[config.mk]
export PLATFORM = sky130hd
export DESIGN_NAME = ecc_mem_regs
export DESIGN_NICKNAME = d
export VERILOG_FILES = /design/src/logic/ecc_mem_pkg.sv /design/src/logic/ecc_mem_regs.sv
export SDC_FILE = /design/constraint.sdc
export NUM_CORES = 1
export LEC_CHECK = 0
export BUFFER_PORTS_ARGS = -buffer_cell sky130_fd_sc_hd__buf_4
export CAP_MARGIN = 0
export CELL_PAD_IN_SITES_DETAIL_PLACEMENT = 0
export CELL_PAD_IN_SITES_GLOBAL_PLACEMENT = 1
export CORE_MARGIN = 3
export CORE_UTILIZATION = 38
export DETAILED_ROUTE_END_ITERATION = 8
export PLACE_DENSITY_LB_ADDON = 0.1
export SYNTH_ARGS = -nofsm -noshare
export SYNTH_HDL_FRONTEND = slang
export SYNTH_SLANG_ARGS = --single-unit
[constraint.sdc]
create_clock -name clk -period 1.7 [get_ports clk]
set_input_delay 0.085 -clock clk [delete_from_list [all_inputs] [get_ports clk]]
set_output_delay 0.085 -clock clk [all_outputs]
set_load 0.1 [all_outputs]
[src/logic/ecc_mem_pkg.sv]
`default_nettype none

package ecc_mem_pkg;

    localparam int DATA_W = 80;
    localparam int PAR_W  = 8;
    localparam int CODE_W = DATA_W + PAR_W;
    localparam int ADDR_W = 6;
    localparam int DEPTH  = 1 << ADDR_W;
    localparam int POS_W  = 7;            // Enough to name any codeword bit
    localparam int CNT_W  = 16;

    localparam logic [1:0] REG_CTRL = 2'd0;
    localparam logic [1:0] REG_INJ  = 2'd1;
    localparam logic [1:0] REG_SCNT = 2'd2;
    localparam logic [1:0] REG_DCNT = 2'd3;

    typedef struct packed {
        logic [PAR_W-1:0]  parity;        // Bits 87..80
        logic [DATA_W-1:0] data;
    } code_fields_t;

    typedef union packed {
        logic [CODE_W-1:0] flat;
        code_fields_t      f;
    } code_word_u;

    // H matrix column of each data bit, all of odd weight
    localparam logic [PAR_W-1:0] ECC_COL [DATA_W] = '{
        8'h83, 8'h85, 8'h86, 8'h07, 8'h89, 8'h8A, 8'h0B, 8'h8C, 8'h0D, 8'h0E,
        8'h8F, 8'h91, 8'h92, 8'h13, 8'h94, 8'h15, 8'h16, 8'h97, 8'h98, 8'h19,
        8'h1A, 8'h9B, 8'h1C, 8'h9D, 8'h9E, 8'h1F, 8'hA1, 8'hA2, 8'h23, 8'hA4,
        8'h25, 8'h26, 8'hA7, 8'hA8, 8'h29, 8'h2A, 8'hAB, 8'h2C, 8'hAD, 8'hAE,
        8'h2F, 8'hB0, 8'h31, 8'h32, 8'hB3, 8'h34, 8'hB5, 8'hB6, 8'h37, 8'h38,
        8'hB9, 8'hBA, 8'h3B, 8'hBC, 8'h3D, 8'h3E, 8'hBF, 8'hC1, 8'hC2, 8'h43,
        8'hC4, 8'h45, 8'h46, 8'hC7, 8'hC8, 8'h49, 8'h4A, 8'hCB, 8'h4C, 8'hCD,
        8'hCE, 8'h4F, 8'hD0, 8'h51, 8'h52, 8'hD3, 8'h54, 8'hD5, 8'hD6, 8'h57
    };

    function automatic logic [PAR_W-1:0] ecc_encode(input logic [DATA_W-1:0] d);
        logic [PAR_W-1:0] p;
        p = '0;
        for (int i = 0; i < DATA_W; i++) begin
            if (d[i]) begin
                p = p ^ ECC_COL[i];
            end
        end
        return p;
    endfunction

endpackage

`default_nettype wire

[src/logic/ecc_mem_regs.sv]
`default_nettype none
`timescale 1ns/1ns

module ecc_mem_regs
    import ecc_mem_pkg::*;
(
    input  wire              clk,
    input  wire              arst_n,
    input  wire              cfg_we,
    input  wire  [1:0]       cfg_addr,
    input  wire  [15:0]      cfg_wdata,
    output logic [15:0]      cfg_rdata,
    input  wire              rd_valid,
    input  wire              sbit_err,
    input  wire              dbit_err,
    output logic             bypass,
    output logic             inj_a_en,
    output logic [POS_W-1:0] inj_a_pos,
    output logic             inj_b_en,
    output logic [POS_W-1:0] inj_b_pos
);

    logic [CNT_W-1:0] cnt [2];        // [0] corrected, [1] uncorrectable
    logic [1:0]       cnt_hit;
    logic [1:0]       cnt_clr;

    assign cnt_hit = {dbit_err, sbit_err} & {2{rd_valid}};
    assign cnt_clr = {cfg_we && cfg_addr == REG_DCNT, cfg_we && cfg_addr == REG_SCNT};

    always_ff @(posedge clk or negedge arst_n) begin
        if (!arst_n) begin
            bypass    <= 1'b0;
            inj_a_en  <= 1'b0;
            inj_b_en  <= 1'b0;
            inj_a_pos <= '0;
            inj_b_pos <= '0;
        end else if (cfg_we) begin
            if (cfg_addr == REG_CTRL) begin
                bypass   <= cfg_wdata[0];
                inj_a_en <= cfg_wdata[1];
                inj_b_en <= cfg_wdata[2];
            end
            if (cfg_addr == REG_INJ) begin
                inj_a_pos <= cfg_wdata[6:0];
                inj_b_pos <= cfg_wdata[14:8];
            end
        end
    end

    for (genvar i = 0; i < 2; i++) begin : g_cnt
        always_ff @(posedge clk or negedge arst_n) begin
            if (!arst_n) begin
                cnt[i] <= '0;
            end else if (cnt_clr[i]) begin
                cnt[i] <= '0;
            end else if (cnt_hit[i] && cnt[i] != '1) begin
                cnt[i] <= cnt[i] + 1'b1;    // Sticks at all ones
            end
        end
    end

    always_comb begin
        case (cfg_addr)
            REG_CTRL: cfg_rdata = {13'd0, inj_b_en, inj_a_en, bypass};
            REG_INJ:  cfg_rdata = {1'b0, inj_b_pos, 1'b0, inj_a_pos};
            REG_SCNT: cfg_rdata = cnt[0];
            REG_DCNT: cfg_rdata = cnt[1];
            default:  cfg_rdata = '0;
        endcase
    end

endmodule

`default_nettype wire

==> qor.txt <==
Worst EP arrival: 1.93 ns
#FFs+latches synth: 49
failing checks: setup timing
detailed placer's ending HPWL: 6.10 mm
Ys Warns: 0
Vias: 2671
Post-Syn Area: 2850 um2
diodes inserted: 0
status: finished, violations left
clk slew on worst S/H paths: 0.09 ns
unrepaired setup endpoints after global routing: yes
minimum clock period: 1.70 ns
Critical Path Source Type: flip-flop
pin count of the biggest net entering global routing: 50
Skew-Pair Late Insertion Delay: 0.30 ns
most numerous cell in the Yosys netlist: dfrtp_1
number of antenna violations at the first check in global routing: 0
Peak VDD IR: 467 uV
FF-to-FF Start: cnt[19]
top cells by count, synth: dfrtp_1 (49), nand2_1 (32), mux2_2 (27)
Power Density: 964 nW/um2
Cell Rows: 30
All-Layer GR Usage: 19.3%
Unique masters post-synth: 47
asr flop ratio synth: 100%
FF-to-FF End: cnt[30]
fillcell total: 651
Post-Route WL: 8.32 mm
setup TNS: -0.000391 ns
Tot Pwr: 3940 uW
Pleak: 0.00180 uW
placed cell area: 3770 um2
Slew @ Worst Pin: 0.642 ns
routed len/inst: 17.0 um
io pins: 57
Synth area leader: dfrtp_1
Crit. End Element: flip-flop
DRT antenna net count: 0
Avg Vias per Cell: 5.46
sequential cell area: 1240 um2
number of synthesized flops with an enable pin: 0
Final setup viols: 1
H-tree levels: 2
Yosys top cell area share: 43.0%
Pre-antenna DRT Iters: 5
crit path from: cnt[19]
Setup crit end: cnt[30]
Slew headroom: 57.2%
CTS tree: built
multi-input logic area: 1660 um2
syn nets: 307
Tcrit/Tclk final: 100%
Initial Utilization: 40.6%
total congestion overflow: 0
DP Worst Slack: -0.0305 ns
Main synth FF type: dfrtp_1
fmax: 588 MHz
area of all placed cells without fillers: 4090 um2
top cells by area, synth: dfrtp_1 (43%), mux2_2 (11%), nand2_1 (4.2%)
post-synthesis area per instance: 10.2 um2
register area share after synthesis: 43.0%
area of the die: 8580 um2
Hold Path Class: in2reg
clk sink count: 49
peak fanout along the critical path: 7
R2R Setup Slk: -0.0004 ns
area delta synth->final: 43.2%
clk buf depth: 2
first-pass GRT wire length: 13.1 mm
fin nets: 418
critical path type: reg2reg
Port Buffer Count: 54
DRC viols: 0
root buffer cell: clkbuf_8
R2R cell count: 5
Layout Skew: 0.00765 ns
Final WS setup: -0.000391 ns
# Max-Cap Violations: 0
core box area: 7020 um2
hold violation count in the final report: 0
Placer Congestion: 0.808
Die Ht: 92.6 um
vias in the first global route: 2616
Post-Synthesis Cells: 281
share of cells above drive strength 1: 50.9%
initial DRC count: 127
Chip Width: 92.6 um
total clock buffers created by CTS: 5
Required @ worst endpoint: 1.93 ns
Slew Viols, Final: 0
## report_power, final
| part | leakage (uW) | switching (uW) | internal [uW] |
|---|---|---|---|
| sequential | 0.000628 | 117 | 1300 |
| clock | 0.0000585 | 396 | 481 |
| combinational | 0.00111 | 1170 | 476 |
## cells by family (layout without fill, tap and decap cells)
group | after synthesis | after routing | synth area share, %
and+or+nand+nor | 109 | 109 | 21.1
buffers and inverters | 18 | 130 | 2.59
AOI/OAI and AO/OA | 62 | 62 | 15.4
adders and majority gates | 2 | 2 | 0.877
DFF | 49 | 49 | 43.0
muxes | 41 | 41 | 17.0
## registers in the layout (all words and copies together) (netlist names)
name	cells
cnt	32
inj_a_pos	7
inj_b_pos	7
bypass	1
inj_a_en	1
inj_b_en	1
## critical path: stages (launching register included)
cell and delay (ns):
dfrtp_1 0.42, buf_4 0.15, nand4_4 0.12, or2_4 0.28, or4_1 0.51, a21oi_1 0.14
## worst min path at each step
stage,from,end,slack [ns],cells after the start
2_1_floorplan,arst_n,bypass,-0.21,0
3_3_place_gp,arst_n,cnt[6],0.16,1
3_5_place_dp,arst_n,cnt[6],0.16,1
4_1_cts,cfg_wdata[4],inj_a_pos[4],0.0008,2
5_1_grt,cfg_wdata[6],inj_a_pos[6],0.003,2
6_report,cfg_wdata[6],inj_a_pos[6],0.01,2
## layout by cell type (no fill, tap or decap), types with 2 or more instances in the layout
cell type  instances
buf_4            108
a41o_1             2
nand4_1            5
nor2_1             7
nand2b_1           7
o41ai_1            2
mux4_2             3
a31oi_1            2
nand2_1           32
o21ai_0            8
dfrtp_2           11
nand3_1           11
nand3_2            2
nor4_1             4
mux2i_1           11
a211oi_1           2
a2111o_1           2
a22o_2            11
buf_6              8
nor3_1             5
or4_1              8
inv_1              4
dfrtp_1           38
nor2b_2            2
clkbuf_8           6
o31ai_1            9
nor4b_2            2
and3_1             2
or4_4              3
or3_4              2
a21oi_2            3
and4_1             2
mux2_2            27
nand3b_1           2
or2_4              2
a21oi_1           14
or3_1              4
## layer usage
| metal | track usage (%) | vias to the layer above | share of wire, % |
|---|---|---|---|
| met5 | 0 | - | 0 |
| met4 | 4.15 | 0 | 0.42 |
| met3 | 2.52 | 2 | 2.4 |
| met2 | 32.6 | 36 | 50 |
| met1 | 26.5 | 1329 | 47 |
| li1 | - | 1304 | - |
## final cells by class
class / count / area share, %
multi-input combinational: 214 / 40.7
sequential: 49 / 30.4
timing repair buffer: 118 / 22.8
tap: 96 / 2.94
clock buffer: 7 / 2.11
clock inverter: 1 / 0.735
inverter: 4 / 0.368
## timing repair
item                                    CTS  global route
hold endpoints to repair                 49             0
endpoints found under the setup margin   12            24
setup buffers                             2             8
resized for setup                         6            26
hold buffers                              1             0
pin swaps                                 0            11
## through the flow
| stage | utilization [%] | instances | hold slack, ns |
|---|---|---|---|
| after floorplan | - | 281 | -0.211 |
| after detailed placement | 53.7 | 470 | 0.158 |
| final | 58.2 | 489 | 0.0107 |
| after CTS | 56.1 | 481 | 0.000784 |
| after global routing | 58.2 | 489 | 0.00319 |
| after global placement | 53.7 | 470 | 0.157 |
Power figures use the tool's default switching activity.
