## config.mk

```make
export PLATFORM = sky130hd
export DESIGN_NAME = ecc_80_cal
export DESIGN_NICKNAME = d
export VERILOG_FILES = /design/src/logic/ecc_mem_pkg.sv /design/src/logic/ecc_80_cal.sv
export SDC_FILE = /design/constraint.sdc
export NUM_CORES = 1
export LEC_CHECK = 0
export BUFFER_PORTS_ARGS = -buffer_cell sky130_fd_sc_hd__buf_4
export CAP_MARGIN = 20
export CORE_MARGIN = 2
export CORE_UTILIZATION = 49
export DETAILED_ROUTE_END_ITERATION = 12
export GPL_TIMING_DRIVEN = 0
export PLACE_DENSITY = 0.93
export SYNTH_ARGS = -nofsm -noshare
export SYNTH_HDL_FRONTEND = slang
export SYNTH_SLANG_ARGS = --single-unit
```

## constraint.sdc

```tcl
create_clock -name vclk -period 4.3
set_clock_uncertainty 0.05 [all_clocks]
set_input_delay 0.215 -clock vclk [all_inputs]
set_output_delay 0.215 -clock vclk [all_outputs]
set_load 0.02 [all_outputs]
```

## src/logic/ecc_mem_pkg.sv

```systemverilog
`default_nettype none

package ecc_mem_pkg;

    localparam int DATA_W = 80;
    localparam int PAR_W  = 8;
    localparam int CODE_W = DATA_W + PAR_W;
    localparam int ADDR_W = 6;
    localparam int DEPTH  = 1 << ADDR_W;
    localparam int POS_W  = 7;            // Enough to name any codeword bit
    localparam int CNT_W  = 16;

    localparam logic [1:0] REG_CTRL = 2'd0;
    localparam logic [1:0] REG_INJ  = 2'd1;
    localparam logic [1:0] REG_SCNT = 2'd2;
    localparam logic [1:0] REG_DCNT = 2'd3;

    typedef struct packed {
        logic [PAR_W-1:0]  parity;        // Bits 87..80
        logic [DATA_W-1:0] data;
    } code_fields_t;

    typedef union packed {
        logic [CODE_W-1:0] flat;
        code_fields_t      f;
    } code_word_u;

    // H matrix column of each data bit, all of odd weight
    localparam logic [PAR_W-1:0] ECC_COL [DATA_W] = '{
        8'h83, 8'h85, 8'h86, 8'h07, 8'h89, 8'h8A, 8'h0B, 8'h8C, 8'h0D, 8'h0E,
        8'h8F, 8'h91, 8'h92, 8'h13, 8'h94, 8'h15, 8'h16, 8'h97, 8'h98, 8'h19,
        8'h1A, 8'h9B, 8'h1C, 8'h9D, 8'h9E, 8'h1F, 8'hA1, 8'hA2, 8'h23, 8'hA4,
        8'h25, 8'h26, 8'hA7, 8'hA8, 8'h29, 8'h2A, 8'hAB, 8'h2C, 8'hAD, 8'hAE,
        8'h2F, 8'hB0, 8'h31, 8'h32, 8'hB3, 8'h34, 8'hB5, 8'hB6, 8'h37, 8'h38,
        8'hB9, 8'hBA, 8'h3B, 8'hBC, 8'h3D, 8'h3E, 8'hBF, 8'hC1, 8'hC2, 8'h43,
        8'hC4, 8'h45, 8'h46, 8'hC7, 8'hC8, 8'h49, 8'h4A, 8'hCB, 8'h4C, 8'hCD,
        8'hCE, 8'h4F, 8'hD0, 8'h51, 8'h52, 8'hD3, 8'h54, 8'hD5, 8'hD6, 8'h57
    };

    function automatic logic [PAR_W-1:0] ecc_encode(input logic [DATA_W-1:0] d);
        logic [PAR_W-1:0] p;
        p = '0;
        for (int i = 0; i < DATA_W; i++) begin
            if (d[i]) begin
                p = p ^ ECC_COL[i];
            end
        end
        return p;
    endfunction

endpackage

`default_nettype wire

```

## src/logic/ecc_80_cal.sv

```systemverilog
`default_nettype none
`timescale 1ns/1ns

module ecc_80_cal
    import ecc_mem_pkg::*;
(
    input  wire [DATA_W-1:0]  data_in,
    input  wire [PAR_W-1:0]   parity_in,
    input  wire               bypass,
    output logic [DATA_W-1:0] data_out,
    output logic              sbit_err,
    output logic              dbit_err
);

    logic [PAR_W-1:0]  syndrome;
    logic [POS_W-1:0]  err_pos;     // Codeword bit to flip, all ones if none
    logic [1:0]        error;       // [0] single, [1] double
    logic [DATA_W-1:0] mask;

    assign syndrome = parity_in ^ ecc_encode(data_in);

    always_comb begin
        err_pos = '1;
        error   = 2'b01;
        case (syndrome)
            8'h00: error = 2'b00;
            8'h83: err_pos = 7'd0;
            8'h85: err_pos = 7'd1;
            8'h86: err_pos = 7'd2;
            8'h07: err_pos = 7'd3;
            8'h89: err_pos = 7'd4;
            8'h8A: err_pos = 7'd5;
            8'h0B: err_pos = 7'd6;
            8'h8C: err_pos = 7'd7;
            8'h0D: err_pos = 7'd8;
            8'h0E: err_pos = 7'd9;
            8'h8F: err_pos = 7'd10;
            8'h91: err_pos = 7'd11;
            8'h92: err_pos = 7'd12;
            8'h13: err_pos = 7'd13;
            8'h94: err_pos = 7'd14;
            8'h15: err_pos = 7'd15;
            8'h16: err_pos = 7'd16;
            8'h97: err_pos = 7'd17;
            8'h98: err_pos = 7'd18;
            8'h19: err_pos = 7'd19;
            8'h1A: err_pos = 7'd20;
            8'h9B: err_pos = 7'd21;
            8'h1C: err_pos = 7'd22;
            8'h9D: err_pos = 7'd23;
            8'h9E: err_pos = 7'd24;
            8'h1F: err_pos = 7'd25;
            8'hA1: err_pos = 7'd26;
            8'hA2: err_pos = 7'd27;
            8'h23: err_pos = 7'd28;
            8'hA4: err_pos = 7'd29;
            8'h25: err_pos = 7'd30;
            8'h26: err_pos = 7'd31;
            8'hA7: err_pos = 7'd32;
            8'hA8: err_pos = 7'd33;
            8'h29: err_pos = 7'd34;
            8'h2A: err_pos = 7'd35;
            8'hAB: err_pos = 7'd36;
            8'h2C: err_pos = 7'd37;
            8'hAD: err_pos = 7'd38;
            8'hAE: err_pos = 7'd39;
            8'h2F: err_pos = 7'd40;
            8'hB0: err_pos = 7'd41;
            8'h31: err_pos = 7'd42;
            8'h32: err_pos = 7'd43;
            8'hB3: err_pos = 7'd44;
            8'h34: err_pos = 7'd45;
            8'hB5: err_pos = 7'd46;
            8'hB6: err_pos = 7'd47;
            8'h37: err_pos = 7'd48;
            8'h38: err_pos = 7'd49;
            8'hB9: err_pos = 7'd50;
            8'hBA: err_pos = 7'd51;
            8'h3B: err_pos = 7'd52;
            8'hBC: err_pos = 7'd53;
            8'h3D: err_pos = 7'd54;
            8'h3E: err_pos = 7'd55;
            8'hBF: err_pos = 7'd56;
            8'hC1: err_pos = 7'd57;
            8'hC2: err_pos = 7'd58;
            8'h43: err_pos = 7'd59;
            8'hC4: err_pos = 7'd60;
            8'h45: err_pos = 7'd61;
            8'h46: err_pos = 7'd62;
            8'hC7: err_pos = 7'd63;
            8'hC8: err_pos = 7'd64;
            8'h49: err_pos = 7'd65;
            8'h4A: err_pos = 7'd66;
            8'hCB: err_pos = 7'd67;
            8'h4C: err_pos = 7'd68;
            8'hCD: err_pos = 7'd69;
            8'hCE: err_pos = 7'd70;
            8'h4F: err_pos = 7'd71;
            8'hD0: err_pos = 7'd72;
            8'h51: err_pos = 7'd73;
            8'h52: err_pos = 7'd74;
            8'hD3: err_pos = 7'd75;
            8'h54: err_pos = 7'd76;
            8'hD5: err_pos = 7'd77;
            8'hD6: err_pos = 7'd78;
            8'h57: err_pos = 7'd79;
            // Check bit itself flipped, data is intact
            8'h01: err_pos = 7'd80;
            8'h02: err_pos = 7'd81;
            8'h04: err_pos = 7'd82;
            8'h08: err_pos = 7'd83;
            8'h10: err_pos = 7'd84;
            8'h20: err_pos = 7'd85;
            8'h40: err_pos = 7'd86;
            8'h80: err_pos = 7'd87;
            default: error = 2'b10;       // Even weight, not correctable
        endcase
    end

    // One-hot, empty for parity positions
    assign mask = (err_pos < POS_W'(DATA_W)) ? (DATA_W'(1) << err_pos) : '0;

    assign data_out = bypass ? data_in : data_in ^ mask;
    assign sbit_err = !bypass && error[0];
    assign dbit_err = !bypass && error[1];

endmodule

`default_nettype wire

```

==> metrics.md, run 1 <==
| Metric | Value |
|---|---|
| Result of the run | stopped before the end |
| Stage reached | global routing |
| Tool Error | [ERROR DPL-0038] Utilization greater than 100%, impossible to legalize |
| Warnings from Yosys | 0 |
| Gate count after technology mapping | 594 |
| DP HPWL | 18,400 um |
| Post-synthesis cell type with the largest combined area | sky130_fd_sc_hd__xnor2_1 |
| Post-synthesis xor/xnor area fraction | 0.611 |
| Syn Std Cell Area | 0.00498 sq mm |
| Y dimension of the die | 105 um |
| Cells taking the most area after synthesis | sky130_fd_sc_hd__xnor2_1, sky130_fd_sc_hd__xnor3_1, sky130_fd_sc_hd__nand2_1 |
| Number of top-level pins | 171 |
| FP Rows | 36 |
| Total cell area at the placement stage | 0.00665 sq mm |
| Routability cong. | 0.999 |
| Share of synthesized area occupied by flip-flops and latches | 0 |
| Die outline width | 105 um |
| # port buffers | 167 |
| Area share of the largest cell type after synthesis | 0.331 |
| Worst End Pin Type | output port |
| Simple-gate area share of the yosys netlist | 0.224 |
| Effective utilization at floorplan | 0.507 |
| Cts hold-fix bufs | 0 |
| Adder-cell area share of the yosys netlist | 0 |
| Number of distinct library cells after synthesis | 68 |
| Mux contribution to synthesized area | 0.0291 |
| Maximum number of pins on one net before global-route repair | 11 |
| Most common cell in the netlist | sky130_fd_sc_hd__xnor2_1 |
| Combinational family with the most area after synthesis | XOR/XNOR gates |
| Synthesized Nets | 683 |
| Most frequent cells after synthesis | sky130_fd_sc_hd__xnor2_1, sky130_fd_sc_hd__nand2_1, sky130_fd_sc_hd__xnor3_1 |
| Worst endpoint after global-route timing repair | data_out[7] |
| Fraction of the mapped netlist area in compound gates | 0.115 |
| Mean instance size in the synthesized netlist | 8.39 sq um |
## cell families after synthesis
group,count (synthesis)
XOR/XNOR,265
AND/OR/NAND/NOR,227
AO/OA/AOI/OAI,65
buffers and inverters,24
multiplexers,13
## per-stage QoR
stage | std cells | hold slack, ps | setup slack [ps]
4_1_cts | 988 | 690 | -646
3_5_place_dp | 894 | 689 | -1690
3_3_place_gp | 894 | 686 | -1550
2_1_floorplan | 594 | 457 | -53.6
## repair_timing
action / in CTS
setup buffers: 91
cloned: 4
pin swaps: 64
resized for setup: 202
endpoints found under the setup margin: 82
==> run 2: changes to the inputs <==
--- a/config.mk
+++ b/config.mk
@@ -8,10 +8,10 @@
 export BUFFER_PORTS_ARGS = -buffer_cell sky130_fd_sc_hd__buf_4
 export CAP_MARGIN = 20
 export CORE_MARGIN = 2
-export CORE_UTILIZATION = 49
+export CORE_UTILIZATION = 40
 export DETAILED_ROUTE_END_ITERATION = 12
 export GPL_TIMING_DRIVEN = 0
-export PLACE_DENSITY = 0.93
+export PLACE_DENSITY_LB_ADDON = 0.15
 export SYNTH_ARGS = -nofsm -noshare
 export SYNTH_HDL_FRONTEND = slang
 export SYNTH_SLANG_ARGS = --single-unit
==> constraint.sdc (replaced) <==
create_clock -name vclk -period 5.6
set_clock_uncertainty 0.05 [all_clocks]
set_input_delay 0.28 -clock vclk [all_inputs]
set_output_delay 0.28 -clock vclk [all_outputs]
set_load 0.02 [all_outputs]
==> run 2 against run 1 <==
Net effect: the flow now finishes without violations; synthesized area is the same; synthesized cell count stayed put.
==> metrics.md, run 2 <==
| Metric | Value |
|---|---|
| Initial drt markers | 491 |
| Count of maximum capacitance violations | 0 |
| Min Clock Period, post-route | 5510 ps |
| Worst path slowest cell | sky130_fd_sc_hd__xnor3_1 |
| Type of the tightest min-delay check | in2out |
| Tightest slew margin relative to the limit | 0.382 |
| Final cell count without fillers | 946 |
| Pins Over Slew Limit | 0 |
| Worst path arrival time | 5180 ps |
| Maximum number of pins on one net before global-route repair | 11 |
| Area added between synthesis and finish | 37.0% |
| Combined flip-flop and latch cell area | 0 sq um |
| Layout clock buffer count | 0 |
| Fraction of layout instances using a drive strength above 1 | 0.330 |
| Number of failing hold endpoints at the final stage | 0 |
| Antenna cells | 0 |
| Placed Cells incl. Taps | 929 (+3.9%) |
| Global-route usage over all layers | 0.318 |
| Net count, final | 869 |
| Cts hold-fix bufs | 0 (unchanged) |
| Mean instance size in the synthesized netlist | 8.39 sq um (unchanged) |
| # port buffers | 167 (unchanged) |
| Total via count in the routed design | 5,390 |
| Least-Margin Pin Slew | 924 ps |
| Remaining DRCs | 0 |
| Number of distinct library cells after synthesis | 68 (unchanged) |
| Total detailed-routing wirelength | 22,000 um |
| Gate count after technology mapping | 594 (unchanged) |
| Warnings from Yosys | 0 (unchanged) |
| Share of synthesized area occupied by flip-flops and latches | 0 (unchanged) |
| Cell-by-cell trace of the critical path | buf_4 > xnor3_1 > xnor3_1 > xnor2_2 > xor3_2 > xnor3_1 > a2111oi_0 > o211ai_1 > o311ai_2 > a211oi_4 > nand4_1 > buf_4 > nor3_4 > buf_12 > nand2_1 > xnor2_1 > buf_4 |
| Final setup TNS | 0 ps |
| Total congestion overflow | 0 |
| Total cell area at the placement stage | 0.00644 sq mm (-3.1%) |
| Endpoint kind of the worst setup timing path | output port |
| Count of final setup violators | 0 |
| Commonest cells after routing, fill and taps aside | sky130_fd_sc_hd__xnor2_1, sky130_fd_sc_hd__buf_4, sky130_fd_sc_hd__nand2_1 |
| Final non-filler cell area | 0.00682 sq mm |
| Number of top-level pins | 171 (unchanged) |
| Initial antenna violation count | 0 |
| Placeable Area | 0.0121 sq mm |
| Most frequent cells after synthesis | sky130_fd_sc_hd__xnor2_1, sky130_fd_sc_hd__nand2_1, sky130_fd_sc_hd__xnor3_1 |
| Routed wire per std cell | 23.3 um |
| Y dimension of the die | 116 um (+10%) |
| FP Rows | 40 (+11%) |
| Syn Std Cell Area | 0.00498 sq mm (unchanged) |
| Delay of the slowest critical-path stage | 670 ps |
| Largest driver fanout on the critical path | 8 |
| Fmax | 181 MHz |
| Most common cell after layout, fill and taps aside | sky130_fd_sc_hd__xnor2_1 |
| Vias in the first global route | 5,197 |
| Global-route wire length before repair | 32,100 um |
| Required time of the critical path | 5270 ps |
| Share of the clock period used by the worst path after layout | 0.984 |
| Number of sequential cells in the layout | 0 |
| TritonRoute pass-1 iters | 5 |
| Type of element launching the critical path | input pin |
| Routability cong. | 0.993 (-0.52%) |
| Die outline width | 116 um (+10%) |
| Post-synthesis cell type with the largest combined area | sky130_fd_sc_hd__xnor2_1 |
| Path type of the worst setup path | in2out |
| Effective utilization at floorplan | 0.413 (-0.0943) |
| DR vias/cell | 5.70 |
| Total die area | 0.0134 sq mm |
| Remaining antenna violation count | 0 |
| Fillers | 1,080 |
| Area share of the largest cell type after synthesis | 0.331 (unchanged) |
| Synthesized Nets | 683 (unchanged) |
| Result of the run | complete, no violations |
| Most common cell in the netlist | sky130_fd_sc_hd__xnor2_1 |
| DP HPWL | 17,900 um (-3.0%) |
| Cells taking the most area after synthesis | sky130_fd_sc_hd__xnor2_1, sky130_fd_sc_hd__xnor3_1, sky130_fd_sc_hd__nand2_1 |
## run 2: cell counts after synthesis
No cell type changed its count.
## run 2: metal layers
metal	vias up	global-route usage	routed length, um
li1	2438	-	-
met1	2576	0.384	8450
met2	317	0.587	11000
met3	59	0.0277	1730
met4	0	0.116	835
met5	-	0	0
## run 2: kinds of logic (layout without fill, tap and decap cells)
| kind of cell | count (synthesis) | in the layout | share of synthesized area |
|---|---|---|---|
| AO/OA/AOI/OAI | 65 | 65 | 0.115 |
| XOR/XNOR | 265 | 265 | 0.611 |
| buffers and inverters | 24 | 208 | 0.0214 |
| multiplexers | 13 | 13 | 0.0291 |
| AND/OR/NAND/NOR | 227 | 227 | 0.224 |
## run 2: cell type report
class              count  area, sq um  share of cell area
plain buffers         21          100              0.0147
inverters              2         7.51             0.00110
well taps            168          210              0.0308
repair buffers       185         1450               0.213
multi-input cells    570         5050               0.741
## run 2: worst paths after layout
path | startpoint | end | slack (ps) | cells after the start
setup / recovery | data_in[75] | data_out[8] | 90 | 17
hold / removal | data_in[17] | data_out[17] | 810 | 3
## run 2: what timing repair did
| action | in CTS | in global routing |
|---|---|---|
| pin swaps | 3 | 12 |
| gates resized for setup | 12 | 28 |
| hold endpoints to repair | 0 | 0 |
| setup endpoints to repair | 79 | 80 |
| buffers inserted | 3 | 15 |
## run 2: stage by stage
stage | utilization | hold WS (ps) | setup slack, ps
after floorplan | - | 587 | 788
after global placement | 0.534 | 814 | -563
after detailed placement | 0.534 | 815 | -523
after CTS | 0.542 | 815 | -85.5
after global routing | 0.566 | 826 | -23.8
final | 0.566 | 814 | 87.5
## run 2: critical path: cells and delay by family
kind	cells	cell delay, ps
AND/OR/NAND/NOR	3	530
buffers and inverters	4	730
XOR/XNOR	6	2630
AO/OA/AOI/OAI	4	1010
Power of run 2 is left out: the tool's default activity adds up to more than one toggle a clock period on the data nets, which glitch-free logic cannot reach.
